`config.mk`:
```
export PLATFORM = sky130hd
export DESIGN_NAME = lcdControl
export DESIGN_NICKNAME = d
export VERILOG_FILES = /design/src/hdl/lcdPkg.sv /design/src/hdl/lcdScript.sv /design/src/hdl/lcdSequencer.sv /design/src/hdl/lcdNibbleWriter.sv /design/src/hdl/lcdControl.sv
export SDC_FILE = /design/constraint.sdc
export NUM_CORES = 1
export LEC_CHECK = 0
export ABC_AREA = 1
export BUFFER_PORTS_ARGS = -buffer_cell sky130_fd_sc_hd__buf_2
export CAP_MARGIN = 20
export CORE_MARGIN = 2
export CORE_UTILIZATION = 30
export DETAILED_ROUTE_END_ITERATION = 12
export PLACE_DENSITY = 0.54
export SETUP_SLACK_MARGIN = 0.1
export SYNTH_ARGS = -nofsm -noshare
export SYNTH_HDL_FRONTEND = slang
export SYNTH_SLANG_ARGS = --single-unit
```
`constraint.sdc`:
```
create_clock -name Clock -period 1.8 [get_ports Clock]
set_clock_uncertainty 0.05 [all_clocks]
set_input_delay 0.27 -clock Clock [delete_from_list [all_inputs] [get_ports Clock]]
set_output_delay 0.27 -clock Clock [all_outputs]
set_load 0.005 [all_outputs]
```
`src/hdl/lcdPkg.sv`:
```
package lcdPkg;

   // --------------------------------------------------
   // bus and payload widths
   // --------------------------------------------------
   typedef logic [3:0]  nibbleT;          // one transfer on the 4-bit bus
   typedef logic [7:0]  byteT;            // command or character code
   typedef logic [19:0] waitCountT;       // cycles, 750000 fits
   typedef logic [4:0]  stepIndexT;       // script position

   // init wait, 4 init nibbles, 4 config bytes, 10 characters
   localparam stepIndexT scriptLength = 5'd19;

   // --------------------------------------------------
   // script step encodings
   // --------------------------------------------------
   typedef enum logic [1:0]
   {
      stepWait,                           // no bus cycle, wait only
      stepNibble,                         // high nibble only, init phase
      stepByte                            // high then low nibble
   } stepKindT;

   typedef enum logic [2:0]
   {
      waitPowerOn,                        // 15 ms after power up
      waitLong,                           // 4.1 ms after first 0x3
      waitShort,                          // 100 us after second 0x3
      waitCommand,                        // 40 us, most commands
      waitClear                           // 1.64 ms after clear display
   } waitClassT;

   // --------------------------------------------------
   // state machines
   // --------------------------------------------------
   typedef enum logic [2:0]
   {
      writerIdle,                         // waiting for stepStart
      writerSetup,                        // data and RS ahead of enable
      writerPulse,                        // enable high
      writerHold,                         // data held after enable falls
      writerGap,                          // between high and low nibble
      writerWait                          // post step delay
   } writerStateT;

   typedef enum logic [1:0]
   {
      seqIdle,                            // one cycle after reset
      seqIssue,                           // launch current step
      seqWaiting,                         // step in flight
      seqFinished                         // phrase written, hold done
   } sequencerStateT;

   // --------------------------------------------------
   // default timing, clock cycles at 50 MHz
   // --------------------------------------------------
   localparam waitCountT defaultPowerOnWait = 20'd750000;
   localparam waitCountT defaultLongWait    = 20'd205000;
   localparam waitCountT defaultShortWait   = 20'd5000;
   localparam waitCountT defaultCommandWait = 20'd2000;
   localparam waitCountT defaultClearWait   = 20'd82000;
   localparam waitCountT defaultNibbleGap   = 20'd50;   // 1 us between nibbles
   localparam waitCountT defaultEnableWidth = 20'd12;   // 240 ns enable pulse

endpackage

```
`src/hdl/lcdScript.sv`:
```
module lcdScript
(
   input  lcdPkg::stepIndexT stepIndex,
   output lcdPkg::stepKindT  stepKind,
   output lcdPkg::byteT      stepByte,
   output logic              stepRegisterSelect,
   output lcdPkg::waitClassT stepWait
);
   import lcdPkg::*;

   // the ports stepWait and stepByte hide the enum literals of the
   // same name, those are spelled with the package prefix here

   always_comb
   begin
      // out of range lands on a harmless short wait
      stepKind           = lcdPkg::stepWait;
      stepByte           = 8'h00;
      stepRegisterSelect = 1'b0;            // commands by default
      stepWait           = waitCommand;
      case (stepIndex)
         // --------------------------------------------------
         // power on init, high nibble only
         // --------------------------------------------------
         5'd0:  stepWait = waitPowerOn;     // let Vcc settle
         5'd1:
         begin
            stepKind = stepNibble;
            stepByte = 8'h30;               // first 0x3
            stepWait = waitLong;
         end
         5'd2:
         begin
            stepKind = stepNibble;
            stepByte = 8'h30;
            stepWait = waitShort;
         end
         5'd3:
         begin
            stepKind = stepNibble;
            stepByte = 8'h30;
         end
         5'd4:
         begin
            stepKind = stepNibble;
            stepByte = 8'h20;               // switch to 4-bit mode
         end
         // --------------------------------------------------
         // configuration, full bytes
         // --------------------------------------------------
         5'd5:
         begin
            stepKind = lcdPkg::stepByte;
            stepByte = 8'h28;               // function set, 2 lines
         end
         5'd6:
         begin
            stepKind = lcdPkg::stepByte;
            stepByte = 8'h06;               // entry mode, increment
         end
         5'd7:
         begin
            stepKind = lcdPkg::stepByte;
            stepByte = 8'h0C;               // display on, no cursor
         end
         5'd8:
         begin
            stepKind = lcdPkg::stepByte;
            stepByte = 8'h01;               // clear display
            stepWait = waitClear;           // clear is slow
         end
         // --------------------------------------------------
         // phrase
         // --------------------------------------------------
         5'd9:  stepByte = "H";
         5'd10: stepByte = "o";
         5'd11: stepByte = "l";
         5'd12: stepByte = "a";
         5'd13: stepByte = " ";
         5'd14: stepByte = "M";
         5'd15: stepByte = "u";
         5'd16: stepByte = "n";
         5'd17: stepByte = "d";
         5'd18: stepByte = "o";
         default: ;
      endcase
      // every character is a data write
      if (stepIndex >= 5'd9 && stepIndex < scriptLength)
      begin
         stepKind           = lcdPkg::stepByte;
         stepRegisterSelect = 1'b1;
      end
   end

endmodule

```
`src/hdl/lcdSequencer.sv`:
```
module lcdSequencer
(
   input  logic              Clock,
   input  logic              reset,
   input  logic              stepDone,     // writer finished step and wait
   output lcdPkg::stepIndexT stepIndex,
   output logic              stepStart,    // one cycle launch pulse
   output logic              phraseDone
);
   import lcdPkg::*;

   sequencerStateT state;
   logic           lastStep;

   assign lastStep   = (stepIndex == scriptLength - 1'b1);
   assign phraseDone = (state == seqFinished);   // level until reset

   // --------------------------------------------------
   // step walker, one step in flight
   // --------------------------------------------------
   always_ff @(posedge Clock)
   begin
      if (reset)
      begin
         state     <= seqIdle;
         stepIndex <= '0;
         stepStart <= 1'b0;
      end
      else
      begin
         stepStart <= 1'b0;                // pulse only
         case (state)
            seqIdle:
            begin
               stepIndex <= '0;            // restart from power on wait
               state     <= seqIssue;
            end
            seqIssue:
            begin
               stepStart <= 1'b1;          // script fields valid now
               state     <= seqWaiting;
            end
            seqWaiting:
            begin
               if (stepDone)
               begin
                  if (lastStep)
                  begin
                     state <= seqFinished; // last char and its wait done
                  end
                  else
                  begin
                     stepIndex <= stepIndex + 1'b1;
                     state     <= seqIssue;
                  end
               end
            end
            seqFinished:
            begin
               state <= seqFinished;       // phrase written once, idle
            end
            default:
            begin
               state <= seqIdle;
            end
         endcase
      end
   end

endmodule

```
`src/hdl/lcdNibbleWriter.sv`:
```
module lcdNibbleWriter
#(
   parameter lcdPkg::waitCountT PowerOnWait = lcdPkg::defaultPowerOnWait,
   parameter lcdPkg::waitCountT LongWait    = lcdPkg::defaultLongWait,
   parameter lcdPkg::waitCountT ShortWait   = lcdPkg::defaultShortWait,
   parameter lcdPkg::waitCountT CommandWait = lcdPkg::defaultCommandWait,
   parameter lcdPkg::waitCountT ClearWait   = lcdPkg::defaultClearWait,
   parameter lcdPkg::waitCountT NibbleGap   = lcdPkg::defaultNibbleGap,
   parameter lcdPkg::waitCountT EnableWidth = lcdPkg::defaultEnableWidth
)
(
   input  logic              Clock,
   input  logic              reset,
   input  logic              stepStart,
   input  lcdPkg::stepKindT  stepKind,
   input  lcdPkg::byteT      stepByte,
   input  logic              stepRegisterSelect,
   input  lcdPkg::waitClassT stepWait,
   output logic              stepDone,
   output lcdPkg::nibbleT    lcdData,
   output logic              lcdRegisterSelect,
   output logic              lcdEnable
);
   import lcdPkg::*;

   // counter loads are length minus one, state moves when count hits 0
   localparam waitCountT SetupLoad = waitCountT'(1);     // 2 cycles before E
   localparam waitCountT PulseLoad = EnableWidth - 1'b1;
   localparam waitCountT GapLoad   = NibbleGap - 1'b1;

   writerStateT state;
   waitCountT   count;
   logic        countDone;
   logic        lowPending;                // low nibble still to send
   nibbleT      lowNibble;                 // captured step payload
   logic        heldSelect;
   waitClassT   heldWait;

   assign countDone = (count == '0);

   function automatic waitCountT waitLoad(input waitClassT waitClass);
      case (waitClass)
         waitPowerOn: return PowerOnWait - 1'b1;
         waitLong:    return LongWait - 1'b1;
         waitShort:   return ShortWait - 1'b1;
         waitClear:   return ClearWait - 1'b1;
         default:     return CommandWait - 1'b1;
      endcase
   endfunction

   // payload capture, only taken when a step starts
   always_ff @(posedge Clock)
   begin
      if (state == writerIdle && stepStart)
      begin
         lowNibble  <= stepByte[3:0];
         heldSelect <= stepRegisterSelect;
         heldWait   <= stepWait;
      end
   end

   // --------------------------------------------------
   // nibble timing FSM
   // --------------------------------------------------
   always_ff @(posedge Clock)
   begin
      if (reset)
      begin
         state             <= writerIdle;
         count             <= '0;
         lowPending        <= 1'b0;
         stepDone          <= 1'b0;
         lcdData           <= '0;
         lcdRegisterSelect <= 1'b0;
         lcdEnable         <= 1'b0;
      end
      else
      begin
         stepDone <= 1'b0;                 // pulse only
         if (!countDone)
         begin
            count <= count - 1'b1;         // loads below take priority
         end
         case (state)
            writerIdle:
            begin
               if (stepStart && stepKind == lcdPkg::stepWait)
               begin
                  count <= waitLoad(stepWait);   // no bus cycle
                  state <= writerWait;
               end
               else if (stepStart)
               begin
                  lcdData           <= stepByte[7:4];   // high nibble first
                  lcdRegisterSelect <= stepRegisterSelect;
                  lowPending        <= (stepKind == lcdPkg::stepByte);
                  count             <= SetupLoad;
                  state             <= writerSetup;
               end
            end
            writerSetup:
            begin
               if (countDone)
               begin
                  lcdEnable <= 1'b1;
                  count     <= PulseLoad;
                  state     <= writerPulse;
               end
            end
            writerPulse:
            begin
               if (countDone)
               begin
                  lcdEnable <= 1'b0;       // LCD latches on falling E
                  state     <= writerHold;
               end
            end
            writerHold:
            begin
               lcdData           <= '0;    // bus back to idle
               lcdRegisterSelect <= 1'b0;
               if (lowPending)
               begin
                  lowPending <= 1'b0;
                  count      <= GapLoad;
                  state      <= writerGap;
               end
               else
               begin
                  count <= waitLoad(heldWait);
                  state <= writerWait;
               end
            end
            writerGap:
            begin
               if (countDone)
               begin
                  lcdData           <= lowNibble;
                  lcdRegisterSelect <= heldSelect;
                  count             <= SetupLoad;
                  state             <= writerSetup;
               end
            end
            writerWait:
            begin
               if (countDone)
               begin
                  stepDone <= 1'b1;        // step fully complete
                  state    <= writerIdle;
               end
            end
            default:
            begin
               state <= writerIdle;
            end
         endcase
      end
   end

endmodule

```
`src/hdl/lcdControl.sv`:
```
module lcdControl
#(
   parameter lcdPkg::waitCountT PowerOnWait = lcdPkg::defaultPowerOnWait,
   parameter lcdPkg::waitCountT LongWait    = lcdPkg::defaultLongWait,
   parameter lcdPkg::waitCountT ShortWait   = lcdPkg::defaultShortWait,
   parameter lcdPkg::waitCountT CommandWait = lcdPkg::defaultCommandWait,
   parameter lcdPkg::waitCountT ClearWait   = lcdPkg::defaultClearWait,
   parameter lcdPkg::waitCountT NibbleGap   = lcdPkg::defaultNibbleGap,
   parameter lcdPkg::waitCountT EnableWidth = lcdPkg::defaultEnableWidth
)
(
   input  logic           Clock,
   input  logic           reset,
   output lcdPkg::nibbleT lcdData,         // LCD DB7..DB4
   output logic           lcdRegisterSelect, // 0 command, 1 data
   output logic           lcdEnable,
   output logic           phraseDone
);
   import lcdPkg::*;

   // --------------------------------------------------
   // sequencer to script to writer
   // --------------------------------------------------
   stepIndexT stepIndex;
   stepKindT  stepKind;
   byteT      stepByte;
   logic      stepRegisterSelect;
   waitClassT stepWait;
   logic      stepStart;
   logic      stepDone;

   lcdSequencer sequencer
   (
      .Clock      (Clock),
      .reset      (reset),
      .stepDone   (stepDone),
      .stepIndex  (stepIndex),
      .stepStart  (stepStart),
      .phraseDone (phraseDone)
   );

   lcdScript script
   (
      .stepIndex          (stepIndex),
      .stepKind           (stepKind),
      .stepByte           (stepByte),
      .stepRegisterSelect (stepRegisterSelect),
      .stepWait           (stepWait)
   );

   lcdNibbleWriter
   #(
      .PowerOnWait (PowerOnWait),
      .LongWait    (LongWait),
      .ShortWait   (ShortWait),
      .CommandWait (CommandWait),
      .ClearWait   (ClearWait),
      .NibbleGap   (NibbleGap),
      .EnableWidth (EnableWidth)
   )
   writer
   (
      .Clock              (Clock),
      .reset              (reset),
      .stepStart          (stepStart),
      .stepKind           (stepKind),
      .stepByte           (stepByte),
      .stepRegisterSelect (stepRegisterSelect),
      .stepWait           (stepWait),
      .stepDone           (stepDone),
      .lcdData            (lcdData),
      .lcdRegisterSelect  (lcdRegisterSelect),
      .lcdEnable          (lcdEnable)
   );

endmodule

```
* Word level (Yosys, flattened, before mapping)
Index checks and enable logic that the tools add are counted.
** Operators by class
- Reduce and logical (&&, ||, !) cells :: 25
- $lt $le $gt $ge :: 2
- Muxes and demuxes :: 44
- Equality and inequality tests :: 42
- $add $sub $neg :: 2
- Bitwise logic cells :: 1
** Operator list (number)
- 20-bit case mux with 4 select lines :: 3
- 20-bit two-way mux :: 6
- 7-bit case mux with 14 select lines :: 1
- 5-bit by 4-bit equality test with 1-bit output (second input constant) :: 8
- 5-bit by 3-bit equality test with 1-bit output (second input constant) :: 4
- 20-bit logical NOT :: 1
- 20-bit by 1-bit subtractor with 20-bit output (second input constant) :: 1
- 3-bit two-way mux :: 6
- 3-bit case mux with 6 select lines :: 1
- 5-bit equality test (second input constant) :: 3
- 3-bit by 2-bit equality test with 1-bit output (second input constant) :: 4
- 3-bit equality test (second input constant) :: 4
- 4-bit two-way mux :: 3
- 3-bit case mux with 4 select lines :: 1
- 4-bit case mux with 3 select lines :: 1
- 1-bit two-way mux :: 11
- 5-bit by 2-bit equality test with 1-bit output (second input constant) :: 2
- 5-bit two-way mux :: 2
- 2-bit by 1-bit inequality test with 1-bit output (second input constant) :: 5
- 5-bit case mux with 2 select lines :: 1
- 3-bit by 1-bit equality test with 1-bit output (second input constant) :: 3
- 3-bit logical NOT :: 3
- 3-bit AND reduction :: 3
- 2-bit case mux with 4 select lines :: 1
- other kinds (23) :: 38
** Word-level totals
- Register bits after elaboration :: 47
- Output and inout bits :: 7
- Input port bits :: 2
- Logic and storage cells :: 129

* Longest topological paths before layout
Gate-level depths: netlist (run 1).
- Word-level depth :: 8
- Mapped depth :: 13
- Gate-level depth less buffers :: 13

* Modules after synthesis
From an unflattened synthesis (run 1), not the netlist that was laid out.
** Second synthesis, totals
- Cell total of the unflattened synthesis :: 541
- Area, all modules :: 3427.0 um^2
** Modules (own cells, without submodules)
- lcdNibbleWriter :: sequential area each 860.8 um^2, cells each 400, times used 1, area an instance 2597.5 um^2
- lcdSequencer :: sequential area each 160.2 um^2, cells each 68, times used 1, area an instance 460.4 um^2
- lcdScript :: sequential area each 0.0 um^2, cells each 73, times used 1, area an instance 369.1 um^2

* Worst setup path before layout (run 1)
OpenSTA, ideal clock, no wires.
- Kind :: register -> register
- From :: reg sequencer.stepIndex[0]
- To :: reg writer.lcdData[2]
- Period minus slack after synthesis :: 1.792 ns
- Path buffers :: 0
- Arrival time :: 1.627 ns
- Cell stages (with the launch flop) :: 13
- Data required time :: 1.634 ns
- Slack :: 0.008 ns
- Setup time :: 0.116 ns
- Cell sequence :: dfxtp_1 inv_1 ha_1 inv_1 nor2_2 nand2_2 nand2_1 nor2_2 nand3_4 nor2_8 nor2_8 o21ai_0 nor2_1
** On the way
- Word-level cells in the longest chain between the ends :: 8
- Elaborated cells on any way between the ends :: 36
- Those cells by class :: order compare (2); eq/ne (19); mux (6); reduce/logical (9)
** Ends and longest elaborated chain
- from (decl) :: line lcdSequencer.sv:6 : output lcdPkg::stepIndexT stepIndex,
- from (signal assigned) :: line lcdSequencer.sv:53 : stepIndex <= stepIndex + 1'b1;
- 5-bit by 3-bit equality test with 1-bit output, or another cell as far along :: line lcdScript.sv:21 : case (stepIndex)
- 4-bit OR reduction (no source line)
- 2-bit case mux with 2 select lines :: line lcdScript.sv:21
- 2-bit two-way mux :: line lcdScript.sv:88 : if (stepIndex >= 5'd9 && stepIndex < scriptLength)
- 2-bit logical NOT :: line lcdNibbleWriter.sv:87 : if (stepStart && stepKind == lcdPkg::stepWait)
- 1-bit logical AND :: line lcdNibbleWriter.sv:87
- 2-bit inequality test (no source line)
- 4-bit AND reduction (no source line)
- to (signal assigned) :: line lcdNibbleWriter.sv:94 : lcdData <= stepByte[7:4];
- to (signal assigned) :: line lcdNibbleWriter.sv:138 : lcdData <= lowNibble;
- to (decl) :: line lcdNibbleWriter.sv:20 : output lcdPkg::nibbleT lcdData,
Several ways; a longest one is shown, not always the timed one. The select of a mux whose other input is x is not followed.
A chain may end at the register's enable or synchronous reset.

* Worst setup path in the final report (run 1)
- From :: reg sequencer.stepIndex[0]
- To :: reg writer.lcdData[0]
Same word-level chain as after synthesis.

==> out/metrics.yaml, run 1 <==
finish:
  antenna-diode-count: 0
  fin_nets: 573
  final_area_sq_um: 4690
  layout-drive-gt1-share: 0.454
  syn2layout_area_growth_pct: 46.2
  nFillCells: 1083
clock_network:
  path_clk_slew_ps: 90
  clock_sinks: 47
  cts_tree: "yes"
  cts_max_path_buffers: 2
  clkLatencyLatePin_ps: 300
  cts_buffers: 5
  clockRootBuffer: "clkbuf_8"
  htree_levels: 2
critical_path:
  cpMostUsedCell: "nor2_1"
  worstPathRequired_ps: 1950
  arrival_ps: 2010
  cp_cell_sequence: "ha_2 -> inv_2 -> buf_4 -> nor2_1 -> ha_2 -> buf_4 -> nor3b_1 -> o21ai_0 -> nor2_1 -> nor2_1"
  critical_path_class: "flop to flop"
  r2r-start: "sequencer.stepIndex[0]"
  crit_path_start: "sequencer.stepIndex[0]"
  critPathMaxFanout: 5
  cp-start-kind: "flop"
  rr_endpoint: "writer.lcdData[0]"
  crit_buf_inv: 3
  cpLargestDelayFamily: "simple AND/OR/NAND/NOR gates"
  reg2reg_depth: 10
  end_kind: "flop"
  critPathSlowestCell: "dfxtp_4"
  cpPeakStageDelay_ps: 380
  rrSetupSlack_ps: -60
timing:
  final-hold-violation-count: 0
  fin_crit_ps: 1860
  fmax_mhz: 538
  report.final.slew_viol_count: 0
  worst_slack_ps: -59.8
  setup_viol: 10
  worst_slew_pin_slew_ps: 481
  grt_setup_unrepaired: "true"
  relSlewSlack: 0.679
  period_share: 1.03
hold_path:
  whs_endpoint: "sequencer.stepIndex[1]"
  hp-start: "reset"
  worstHoldPathType: "input port to flop"
  holdPathStages: 3
run_status:
  violations: "negative setup slack"
  status: "finished, violations left"
place:
  placed_area_sq_um: 3950
  dp_hpwl_mm: 7.05
  portBuffers: 8
  place.gp.congestion: 0.922
  pre_cts_ws_ps: -134
die:
  die_area_sq_um: 11500
  initial_utilization: 0.309
  fp.dieW_microns: 107
  io_pins: 9
  die_y_microns: 107
  row_count: 37
  core_area_sq_um: 10400
detailed_routing:
  routed_wl_mm: 9.50
  drtIter0Drc: 142
  num_vias: 3308
  drtPass1Iterations: 4
  ant_nets: 0
  drc: 0
  wl_per_cell_microns: 13.6
  avgViaCountPerCell: 4.73
yosys:
  syn_inst: 467
  synth_fp_nets: 477
  ys.warnings.count: 0
  async_flop_share: 0
  synth_top_cell_by_area: "dfxtp_1"
  ys_seq_elements: 47
  yosys-top-cells-count: "111 x nand2_1, 66 x nor2_1, 49 x inv_1"
  synth.avg_cell_area_sq_um: 6.87
  synth_ff_type: "dfxtp_1"
  ys_types: 43
  synth_most_common_cell: "nand2_1"
  synth-edff-count: 8
  ys_seq_area_frac: 0.318
  synth.top_cell.area_share: 0.243
  yosys-top-cells-area: "dfxtp_1 24%, nand2_1 13%, nor2_1 7.7%"
  netlist_area_sq_um: 3210
global_routing:
  grt_pass1_wl_mm: 15.2
  grt.total_usage: 0.164
  antenna_found_initial: 0
  overflow: 0
  grt_pass1_vias: 3310
  grt_max_degree: 17
pwr:
  p_leak_uw: 0.00220
  power_density_nw_per_um2: 1430
  ir_worst_vdd_uv: 687
job:
  drv_cap: 0
metal layers:
layer  vias up  GRT usage  part of all wire
met5         -          0                 0
met3        11     0.0230             0.024
li1       1717          -                 -
met2        42      0.299              0.52
met1      1538      0.201              0.44
met4         0     0.0476             0.011
sequential cells by signal, indices dropped and copies added, names as in the netlist:
signal / count
writer.count: 20
writer.lcdEnable: 1
writer.state: 3
writer.stepDone: 1
sequencer.stepStart: 1
writer.lcdData: 4
writer.heldWait: 3
writer.lowNibble: 4
writer.lcdRegisterSelect: 1
sequencer.stepIndex: 5
writer.heldSelect: 1
sequencer.state: 2
writer.lowPending: 1
how the worst max path moves through the flow:
stage	cells after the start	slack (ps)	to
detailed placement	12	-130	writer.lcdData[1]
global route	14	-150	writer.lcdData[1]
finish	10	-60	writer.lcdData[0]
global placement	12	-130	writer.lcdData[1]
CTS	12	-20	writer.count[16]
floorplan	13	100	writer.count[10]
worst min-delay path: stages:
cell,delay (ps)
buf_2,90
buf_4,270
a21oi_2,40
layout by cell type (no fill, tap or decap), types with 10 or more instances in the layout:
cell	Yosys	layout
nand2_1	111	87
buf_4	3	70
nor2_1	66	49
inv_1	49	36
dfxtp_1	39	29
nand2_2	9	27
nand3_1	30	22
nor2_4	6	17
inv_2	6	15
buf_6	1	15
nor2_2	8	14
a21oi_1	21	14
nand4_1	11	11
nand2_4	4	10
power breakdown:
group | switching (uW) | internal, uW | leakage, uW | total (uW)
Sequential | 263 | 1360 | 0.000400 | 1620
Clock | 369 | 352 | 0.0000515 | 721
Combinational | 2560 | 1780 | 0.00175 | 4340
per-stage QoR:
stage	hold WS [ps]	total power, uW	std cells	TNS, ps	util
final	357	6690	700	-273	0.452
after global routing	375	7280	700	-2500	0.452
after CTS	346	6290	694	-75.3	0.416
after detailed placement	423	5380	673	-1140	0.381
after global placement	409	5340	673	-747	0.381
after floorplan	388	4160	467	0	-
layout make-up:
| class | count | area, sq um | area share |
|---|---|---|---|
| tap | 136 | 170 | 0.0363 |
| sequential | 47 | 1040 | 0.222 |
| timing repair buffer | 96 | 790 | 0.168 |
| clock buffer | 8 | 100 | 0.0213 |
| inverter | 58 | 234 | 0.0499 |
| multi-input combinational | 355 | 2360 | 0.502 |
cells by family (layout without fill, tap and decap cells):
logic type / count (synthesis) / after routing / share of synthesized area
DFF: 47 / 47 / 0.318
and+or+nand+nor: 270 / 270 / 0.415
xor gates and xnor gates: 11 / 11 / 0.0300
buffers and inverters: 65 / 162 / 0.0842
AOI/OAI and AO/OA: 66 / 66 / 0.121
adders and majority gates: 8 / 8 / 0.0312
timing repair:
action                     4_1_cts  5_1_grt
pin swaps                       29       38
hold buffers                     0        0
buffers inserted                13       12
resized for setup               59       90
setup endpoints to repair       30       39
Power figures use the tool's default switching activity.
==> run 2: changes to the inputs <==
--- a/config.mk
+++ b/config.mk
@@ -5,7 +5,6 @@
 export SDC_FILE = /design/constraint.sdc
 export NUM_CORES = 1
 export LEC_CHECK = 0
-export ABC_AREA = 1
 export BUFFER_PORTS_ARGS = -buffer_cell sky130_fd_sc_hd__buf_2
 export CAP_MARGIN = 20
 export CORE_MARGIN = 2
==> run 2 against run 1 <==
Net effect: the run still ends with negative setup slack left; register-to-register slack worse by 300 ps; wire length up 7.7%; total power down 8.3%; synthesized cell count down 17%; cell count down 8.9%; global-route usage up 1.5 points; critical endpoint is now writer.count[2]; fmax down 14%.
==> out/metrics.yaml, run 2 <==
run_status:
  status: "finished, violations left"
  violations: "negative setup slack"
clock_network:
  path_clk_slew_ps: 90  # about the same
  cts_tree: "yes"
  clock_sinks: 47  # unchanged
  cts_max_path_buffers: 2  # unchanged
  clkLatencyLatePin_ps: 300  # about the same
  htree_levels: 2  # unchanged
  holdBufCountCts: 0  # unchanged
  cts_buffers: 5  # unchanged
  clockRootBuffer: "clkbuf_8"
yosys:
  synth-edff-count: 8  # unchanged
  netlist_area_sq_um: 3110  # -3.1%
  synth_ff_type: "dfxtp_1"
  synth_top_cell_by_area: "dfxtp_1"
  synth.top_cell.area_share: 0.251  # +0.00773
  synth.avg_cell_area_sq_um: 8.00  # +16%
  ys_seq_elements: 47  # unchanged
  synth_fp_nets: 399  # -16%
  synth_most_common_cell: "nor2_1"
  yosys-top-cells-area: "dfxtp_1 25%, edfxtp_1 7.7%, nor2_1 6.3%"
  yosys-top-cells-count: "52 x nor2_1, 39 x dfxtp_1, 30 x a21oi_1"
  syn_inst: 389  # -17%
  ys_seq_area_frac: 0.328  # +0.0101
  ys_types: 70  # +63%
  ys.warnings.count: 0  # unchanged
  async_flop_share: 0  # unchanged
timing:
  relSlewSlack: 0.625  # -0.0538
  worst_slew_pin_slew_ps: 556  # +75.3 ps
  setup_viol: 26  # +16
  grt_setup_unrepaired: "true"
  fin_crit_ps: 2160  # +301 ps
  period_share: 1.20  # +0.167
  setup-tns-final_ps: -6770  # -6500 ps
  report.final.slew_viol_count: 0  # unchanged
  fmax_mhz: 463  # -14%
  worst_slack_ps: -361  # -301 ps
  final-hold-violation-count: 0  # unchanged
pwr:
  p_sw_uw: 2350  # -26%
  seq_power_share: 0.244  # +0.002
  ir_worst_vdd_uv: 669  # -2.7%
  combinationalPowerShare: 0.615  # -0.035
  internal_power_uw: 3780  # +8.3%
  pwr-share-clk: 0.141  # +0.033
  sw_frac_of_total: 0.383  # -0.0945
  p_leak_uw: 0.00194  # -12%
  power_density_nw_per_um2: 1230  # -14%
finish:
  top_register: "writer.count"
  largest_reg_flops: 20  # unchanged
  final_area_sq_um: 4990  # +6.4%
  fin_nets: 511  # -11%
  layout-drive-gt1-share: 0.490  # +0.0361
  antenna-diode-count: 0  # unchanged
  final_cell_mix: "106 x buf_4, 45 x nor2_1, 29 x dfxtp_1, 26 x nand2_1, 23 x a21oi_1"
  final_common_cell: "buf_4"
  seqCellArea_sq_um: 1040  # -0.24%
  largestRegisters: "writer.count: 20 flops, sequencer.stepIndex: 5 flops"
  multi_input_area_sq_um: 2500  # +6.0%
  syn2layout_area_growth_pct: 60.5
  finalNonFillerCells: 638  # -8.9%
  nFillCells: 951  # -12%
global_routing:
  grt_pass1_vias: 3371  # +1.8%
  antenna_found_initial: 0  # unchanged
  grt_pass1_wl_mm: 16.1  # +5.7%
  overflow: 0  # unchanged
  grt_max_degree: 16  # -1
  grt.total_usage: 0.179  # +0.0145
die:
  row_count: 37  # unchanged
  die_y_microns: 106  # -1.5%
  core_area_sq_um: 10200  # -1.8%
  initial_utilization: 0.305  # -0.00408
  die_area_sq_um: 11200  # -3.0%
  fp.dieW_microns: 106  # -1.5%
  io_pins: 9  # unchanged
critical_path:
  worstPathRequired_ps: 1980  # +30 ps
  cp_cell_sequence: "inv_2 -> ha_4 -> nor3b_4 -> and4_4 -> buf_6 -> buf_6 -> a21oi_4 -> a211oi_4 -> or3_4 -> buf_12 -> o21ai_1"
  cpMostUsedCell: "buf_6"
  cpPeakStageDelay_ps: 420  # +40 ps
  crit_buf_inv: 4  # +1
  reg2reg_depth: 11  # +1
  critPathSlowestCell: "or3_4"
  critical_path_class: "flop to flop"
  end_kind: "flop"
  rr_endpoint: "writer.count[2]"
  rrSetupSlack_ps: -360  # -300 ps
  arrival_ps: 2350  # +340 ps
  r2r-start: "writer.count[1]"
  cp-start-kind: "flop"
  critPathMaxFanout: 6  # +1
  cp.depth: 11  # +1
  cpLargestDelayFamily: "simple AND/OR/NAND/NOR gates"
hold_path:
  whs_endpoint: "writer.count[19]"
  holdPathStages: 2  # -1
  hp-start: "reset"
  worstHoldPathType: "input port to flop"
detailed_routing:
  drtPass1Iterations: 5  # +1
  drc: 0  # unchanged
  num_vias: 3347  # +1.2%
  wl_per_cell_microns: 16.0  # +18%
  avgViaCountPerCell: 5.25  # +11%
  routed_wl_mm: 10.2  # +7.7%
  ant_nets: 0  # unchanged
  drtIter0Drc: 118  # -17%
place:
  portBuffers: 8  # unchanged
  place.gp.congestion: 0.849  # -8.0%
  dp.cells: 606  # -10%
  dp_hpwl_mm: 7.12  # +0.94%
  placed_area_sq_um: 4070  # +3.2%
job:
  drv_cap: 0  # unchanged
run 2: kinds of logic (layout without fill, tap and decap cells):
family,Yosys count,after routing,synth area share
AND/OR/NAND/NOR,162,163,0.271
AO/OA/AOI/OAI,104,104,0.233
adder cells (fa/ha/maj),8,8,0.0322
XOR/XNOR,16,16,0.0451
flip-flops,47,47,0.328
buffers and inverters,44,156,0.0648
multiplexers,8,8,0.0261
run 2: how the worst max path moves through the flow:
stage,startpoint,endpoint,slack [ps]
6_report,writer.count[1],writer.count[2],-360
4_1_cts,writer.count[9],writer.count[0],-370
2_1_floorplan,writer.count[12],writer.count[0],-440
3_5_place_dp,writer.count[9],writer.count[2],-460
3_3_place_gp,writer.count[9],writer.count[2],-510
5_1_grt,writer.count[0],writer.count[6],-430
run 2: worst register-to-register path, stage by stage (launching register included):
cell and delay, ps:
dfxtp_2 350, inv_2 50, ha_4 150, nor3b_4 140, and4_4 160, buf_6 110, buf_6 110, a21oi_4 190
a211oi_4 90, or3_4 420, buf_12 160, o21ai_1 130
run 2: layout make-up:
class	instances	area share
sequential	47	0.208
multi-input combinational	299	0.500
clock buffer	7	0.0196
timing repair buffer	131	0.217
inverter	17	0.0148
clock inverter	1	0.00602
tap	136	0.0341
run 2: through the flow:
stage                     power, uW  hold WS (ps)   util  setup slack, ps
final                          6130           263  0.490             -361
after global routing           6510           257  0.490             -426
after CTS                      5650           246  0.454             -372
after detailed placement       4400           404  0.400             -463
after global placement         4380           400  0.400             -505
after floorplan                3250           354      -             -443
run 2: power groups by stage:
| stage | clock [uW] | sequential, uW | combinational [uW] |
|---|---|---|---|
| 6_report | 866 | 1500 | 3770 |
| 5_1_grt | 921 | 1530 | 4060 |
| 4_1_cts | 891 | 1480 | 3290 |
| 3_5_place_dp | 0 | 1500 | 2900 |
| 3_3_place_gp | 0 | 1490 | 2900 |
| 2_1_floorplan | 0 | 1510 | 1730 |
run 2: metal layers:
metal	share of wire	track usage
met2	0.54	0.332
met5	0	0
met1	0.41	0.198
met3	0.034	0.0322
met4	0.017	0.0771
run 2: repair_timing:
item	4_1_cts	5_1_grt
gates resized for setup	68	58
setup endpoints to repair	38	47
buffers inserted	14	10
cloned	1	1
pin swaps	15	20
==> run 3: changes to the inputs <==
--- a/config.mk
+++ b/config.mk
@@ -11,7 +11,7 @@
 export CORE_UTILIZATION = 30
 export DETAILED_ROUTE_END_ITERATION = 12
 export PLACE_DENSITY = 0.54
-export SETUP_SLACK_MARGIN = 0.1
+export SETUP_SLACK_MARGIN = 0.2
 export SYNTH_ARGS = -nofsm -noshare
 export SYNTH_HDL_FRONTEND = slang
 export SYNTH_SLANG_ARGS = --single-unit
==> run 3 against run 2 <==
Net effect: the flow still finishes with violations (negative setup slack); cell count is 0.78% higher; die area unchanged; worst hold slack worse by 46 ps; largest cell class unchanged.
==> out/metrics.yaml, run 3 (synthesis gave the netlist of run 2 again) <==
run_status:
  status: "finished, violations left"
  violations: "negative setup slack"
finish:
  fin_nets: 516  # +0.98%
  largestRegisters: "writer.count: 20 flops, sequencer.stepIndex: 5 flops"
  top_register: "writer.count"
  largest_reg_flops: 20  # unchanged
  final_util: 0.497  # +0.00676
  antenna-diode-count: 0  # unchanged
  final_cell_mix: "102 x buf_4, 43 x nor2_1, 27 x dfxtp_1, 23 x a21oi_1, 23 x nand2_1"
  syn2layout_area_growth_pct: 62.7
  layout-drive-gt1-share: 0.519  # +0.0287
  final_common_cell: "buf_4"
pwr:
  ir_worst_vdd_uv: 726  # +8.5%
  combinationalPowerShare: 0.637  # +0.022
  p_sw_uw: 2620  # +12%
  internal_power_uw: 3830  # +1.3%
  power.total_uw: 6450  # +5.2%
  pwr-share-clk: 0.130  # -0.011
  p_leak_uw: 0.00197  # +1.6%
  sw_frac_of_total: 0.406  # +0.0231
  power_density_nw_per_um2: 1280  # +3.8%
  seq_power_share: 0.233  # -0.011
timing:
  final-hold-violation-count: 0  # unchanged
  grt_setup_unrepaired: "true"
  whs_ps: 218  # -45.6 ps
  report.final.slew_viol_count: 0  # unchanged
  setup-tns-final_ps: -6030  # +739 ps
  relSlewSlack: 0.631  # +0.00597
  fmax_mhz: 466  # +0.71%
  period_share: 1.19  # -0.00846
  fin_crit_ps: 2150  # -15.2 ps
  worst_slew_pin_slew_ps: 546  # -10.2 ps
  worst_slack_ps: -346  # +15.2 ps
  setup_viol: 32  # +23%
clock_network:
  path_clk_slew_ps: 100  # about the same
  htree_levels: 2  # unchanged
  holdBufCountCts: 0  # unchanged
  cts_tree: "yes"
  clock_sinks: 47  # unchanged
  clockRootBuffer: "clkbuf_8"
  clkLatencyLatePin_ps: 310  # about the same
  cts_max_path_buffers: 2  # unchanged
  cts_buffers: 5  # unchanged
detailed_routing:
  drc: 0  # unchanged
  drtIter0Drc: 133  # +13%
  ant_nets: 0  # unchanged
  routed_wl_mm: 10.4  # +2.0%
  num_vias: 3413  # +2.0%
  avgViaCountPerCell: 5.31  # +1.2%
  drtPass1Iterations: 5  # unchanged
  wl_per_cell_microns: 16.2  # +1.2%
global_routing:
  grt_pass1_vias: 3290  # -2.4%
  grt.total_usage: 0.182  # +0.00350
  grt_max_degree: 18  # +2
  gr-usage-met2: 0.306  # -0.0258
  overflow: 0  # unchanged
  use_met1: 0.244  # +0.0460
  gr-usage-met3: 0.0241  # -0.00804
  antenna_found_initial: 0  # unchanged
  grt_pass1_wl_mm: 16.4  # +2.0%
  busiest_layer: "met2"
critical_path:
  rr_endpoint: "writer.count[0]"
  arrival_ps: 2290  # -60 ps
  worstPathRequired_ps: 1940  # -40 ps
  cp-start-kind: "flop"
  cp_cell_sequence: "nor4_4 -> and4_4 -> and2_4 -> inv_4 -> ha_4 -> o32ai_1 -> a2111oi_2"
  end_kind: "flop"
  rrSetupSlack_ps: -350  # +20 ps
  critical_path_class: "flop to flop"
  r2r-start: "writer.count[10]"
  critPathSlowestCell: "nor4_4"
  cpPeakStageDelay_ps: 380  # -40 ps
  crit_path_start: "writer.count[10]"
  crit_end: "writer.count[0]"
  critPathMaxFanout: 4  # -2
  reg2reg_depth: 7  # -4
die:
  core_area_sq_um: 10200  # unchanged
  fp.dieW_microns: 106  # unchanged
  row_count: 37  # unchanged
  io_pins: 9  # unchanged
  die_area_sq_um: 11200  # unchanged
  initial_utilization: 0.305  # unchanged
  die_y_microns: 106  # unchanged
place:
  place.gp.congestion: 0.931  # +9.7%
  dp_hpwl_mm: 7.32  # +2.8%
  portBuffers: 8  # unchanged
  pre_cts_ws_ps: -411  # +52.0 ps
hold_path:
  worstHoldPathType: "input port to flop"
job:
  drv_cap: 0  # unchanged
[run 3: cell types whose count changed in the layout (fill, tap and decap cells not counted), moves of 2 or more]
cell / delta
xor2_2: +2
nor2_2: +4
o32ai_2: -2
o32ai_1: +2
nor2_1: -2
xor2_1: -2
nand2_1: -3
buf_6: +10
nor3_4: +2
dfxtp_1: -2
buf_4: -4
nand2_2: +2
nor2_4: -2
[run 3: power by group through the flow]
stage | Sequential [uW] | Clock, uW | Combinational, uW
detailed placement | 1510 | 0 | 2900
floorplan | 1510 | 0 | 1730
global placement | 1490 | 0 | 2880
global route | 1530 | 894 | 4400
finish | 1500 | 838 | 4110
CTS | 1480 | 854 | 3320
[run 3: metal layers]
| layer | share of wire | vias up |
|---|---|---|
| li1 | - | 1655 |
| met1 | 0.45 | 1658 |
| met2 | 0.50 | 74 |
| met3 | 0.032 | 26 |
| met4 | 0.023 | 0 |
| met5 | 0 | - |
[run 3: critical path, delay by kind of cell, from the launching register on]
| kind | cells | cell delay [ps] |
|---|---|---|
| flip-flops | 1 | 350 |
| AND/OR/NAND/NOR | 3 | 880 |
| buffers and inverters | 1 | 50 |
| AO/OA/AOI/OAI | 2 | 460 |
| adder cells (fa/ha/maj) | 1 | 240 |
[run 3: metrics by stage]
stage               std cells  area, sq um
floorplan                 389         3260
detailed placement        608         4100
finish                    643         5060
CTS                       633         4650
global route              643         5060
global placement          608         4100
[run 3: cell type report]
| class | count | area [sq um] |
|---|---|---|
| tap | 136 | 170 |
| fill | 955 | 5120 |
| inverter | 17 | 71.3 |
| clock buffer | 7 | 119 |
| clock inverter | 1 | 7.51 |
| multi-input combinational | 299 | 2500 |
| timing repair buffer | 136 | 1150 |
| sequential | 47 | 1040 |
[run 3: worst min path at each step]
stage                                   from                       end  slack (ps)  cells after the start
finish                                 reset           writer.state[2]         220                      2
global route                           reset           writer.state[2]         220                      2
floorplan                              reset           writer.count[1]         350                      1
global placement    writer.lcdRegisterSelect  writer.lcdRegisterSelect         390                      2
detailed placement         writer.lcdData[1]         writer.lcdData[1]         410                      2
CTS                                    reset           writer.count[0]         210                      2
[run 3: what timing repair did]
| item | in CTS | in global routing |
|---|---|---|
| setup endpoints to repair | 40 | 51 |
| gates resized for setup | 71 | 71 |
| pin swaps | 14 | 32 |
| buffers inserted | 16 | 9 |
| cloned | 1 | 1 |
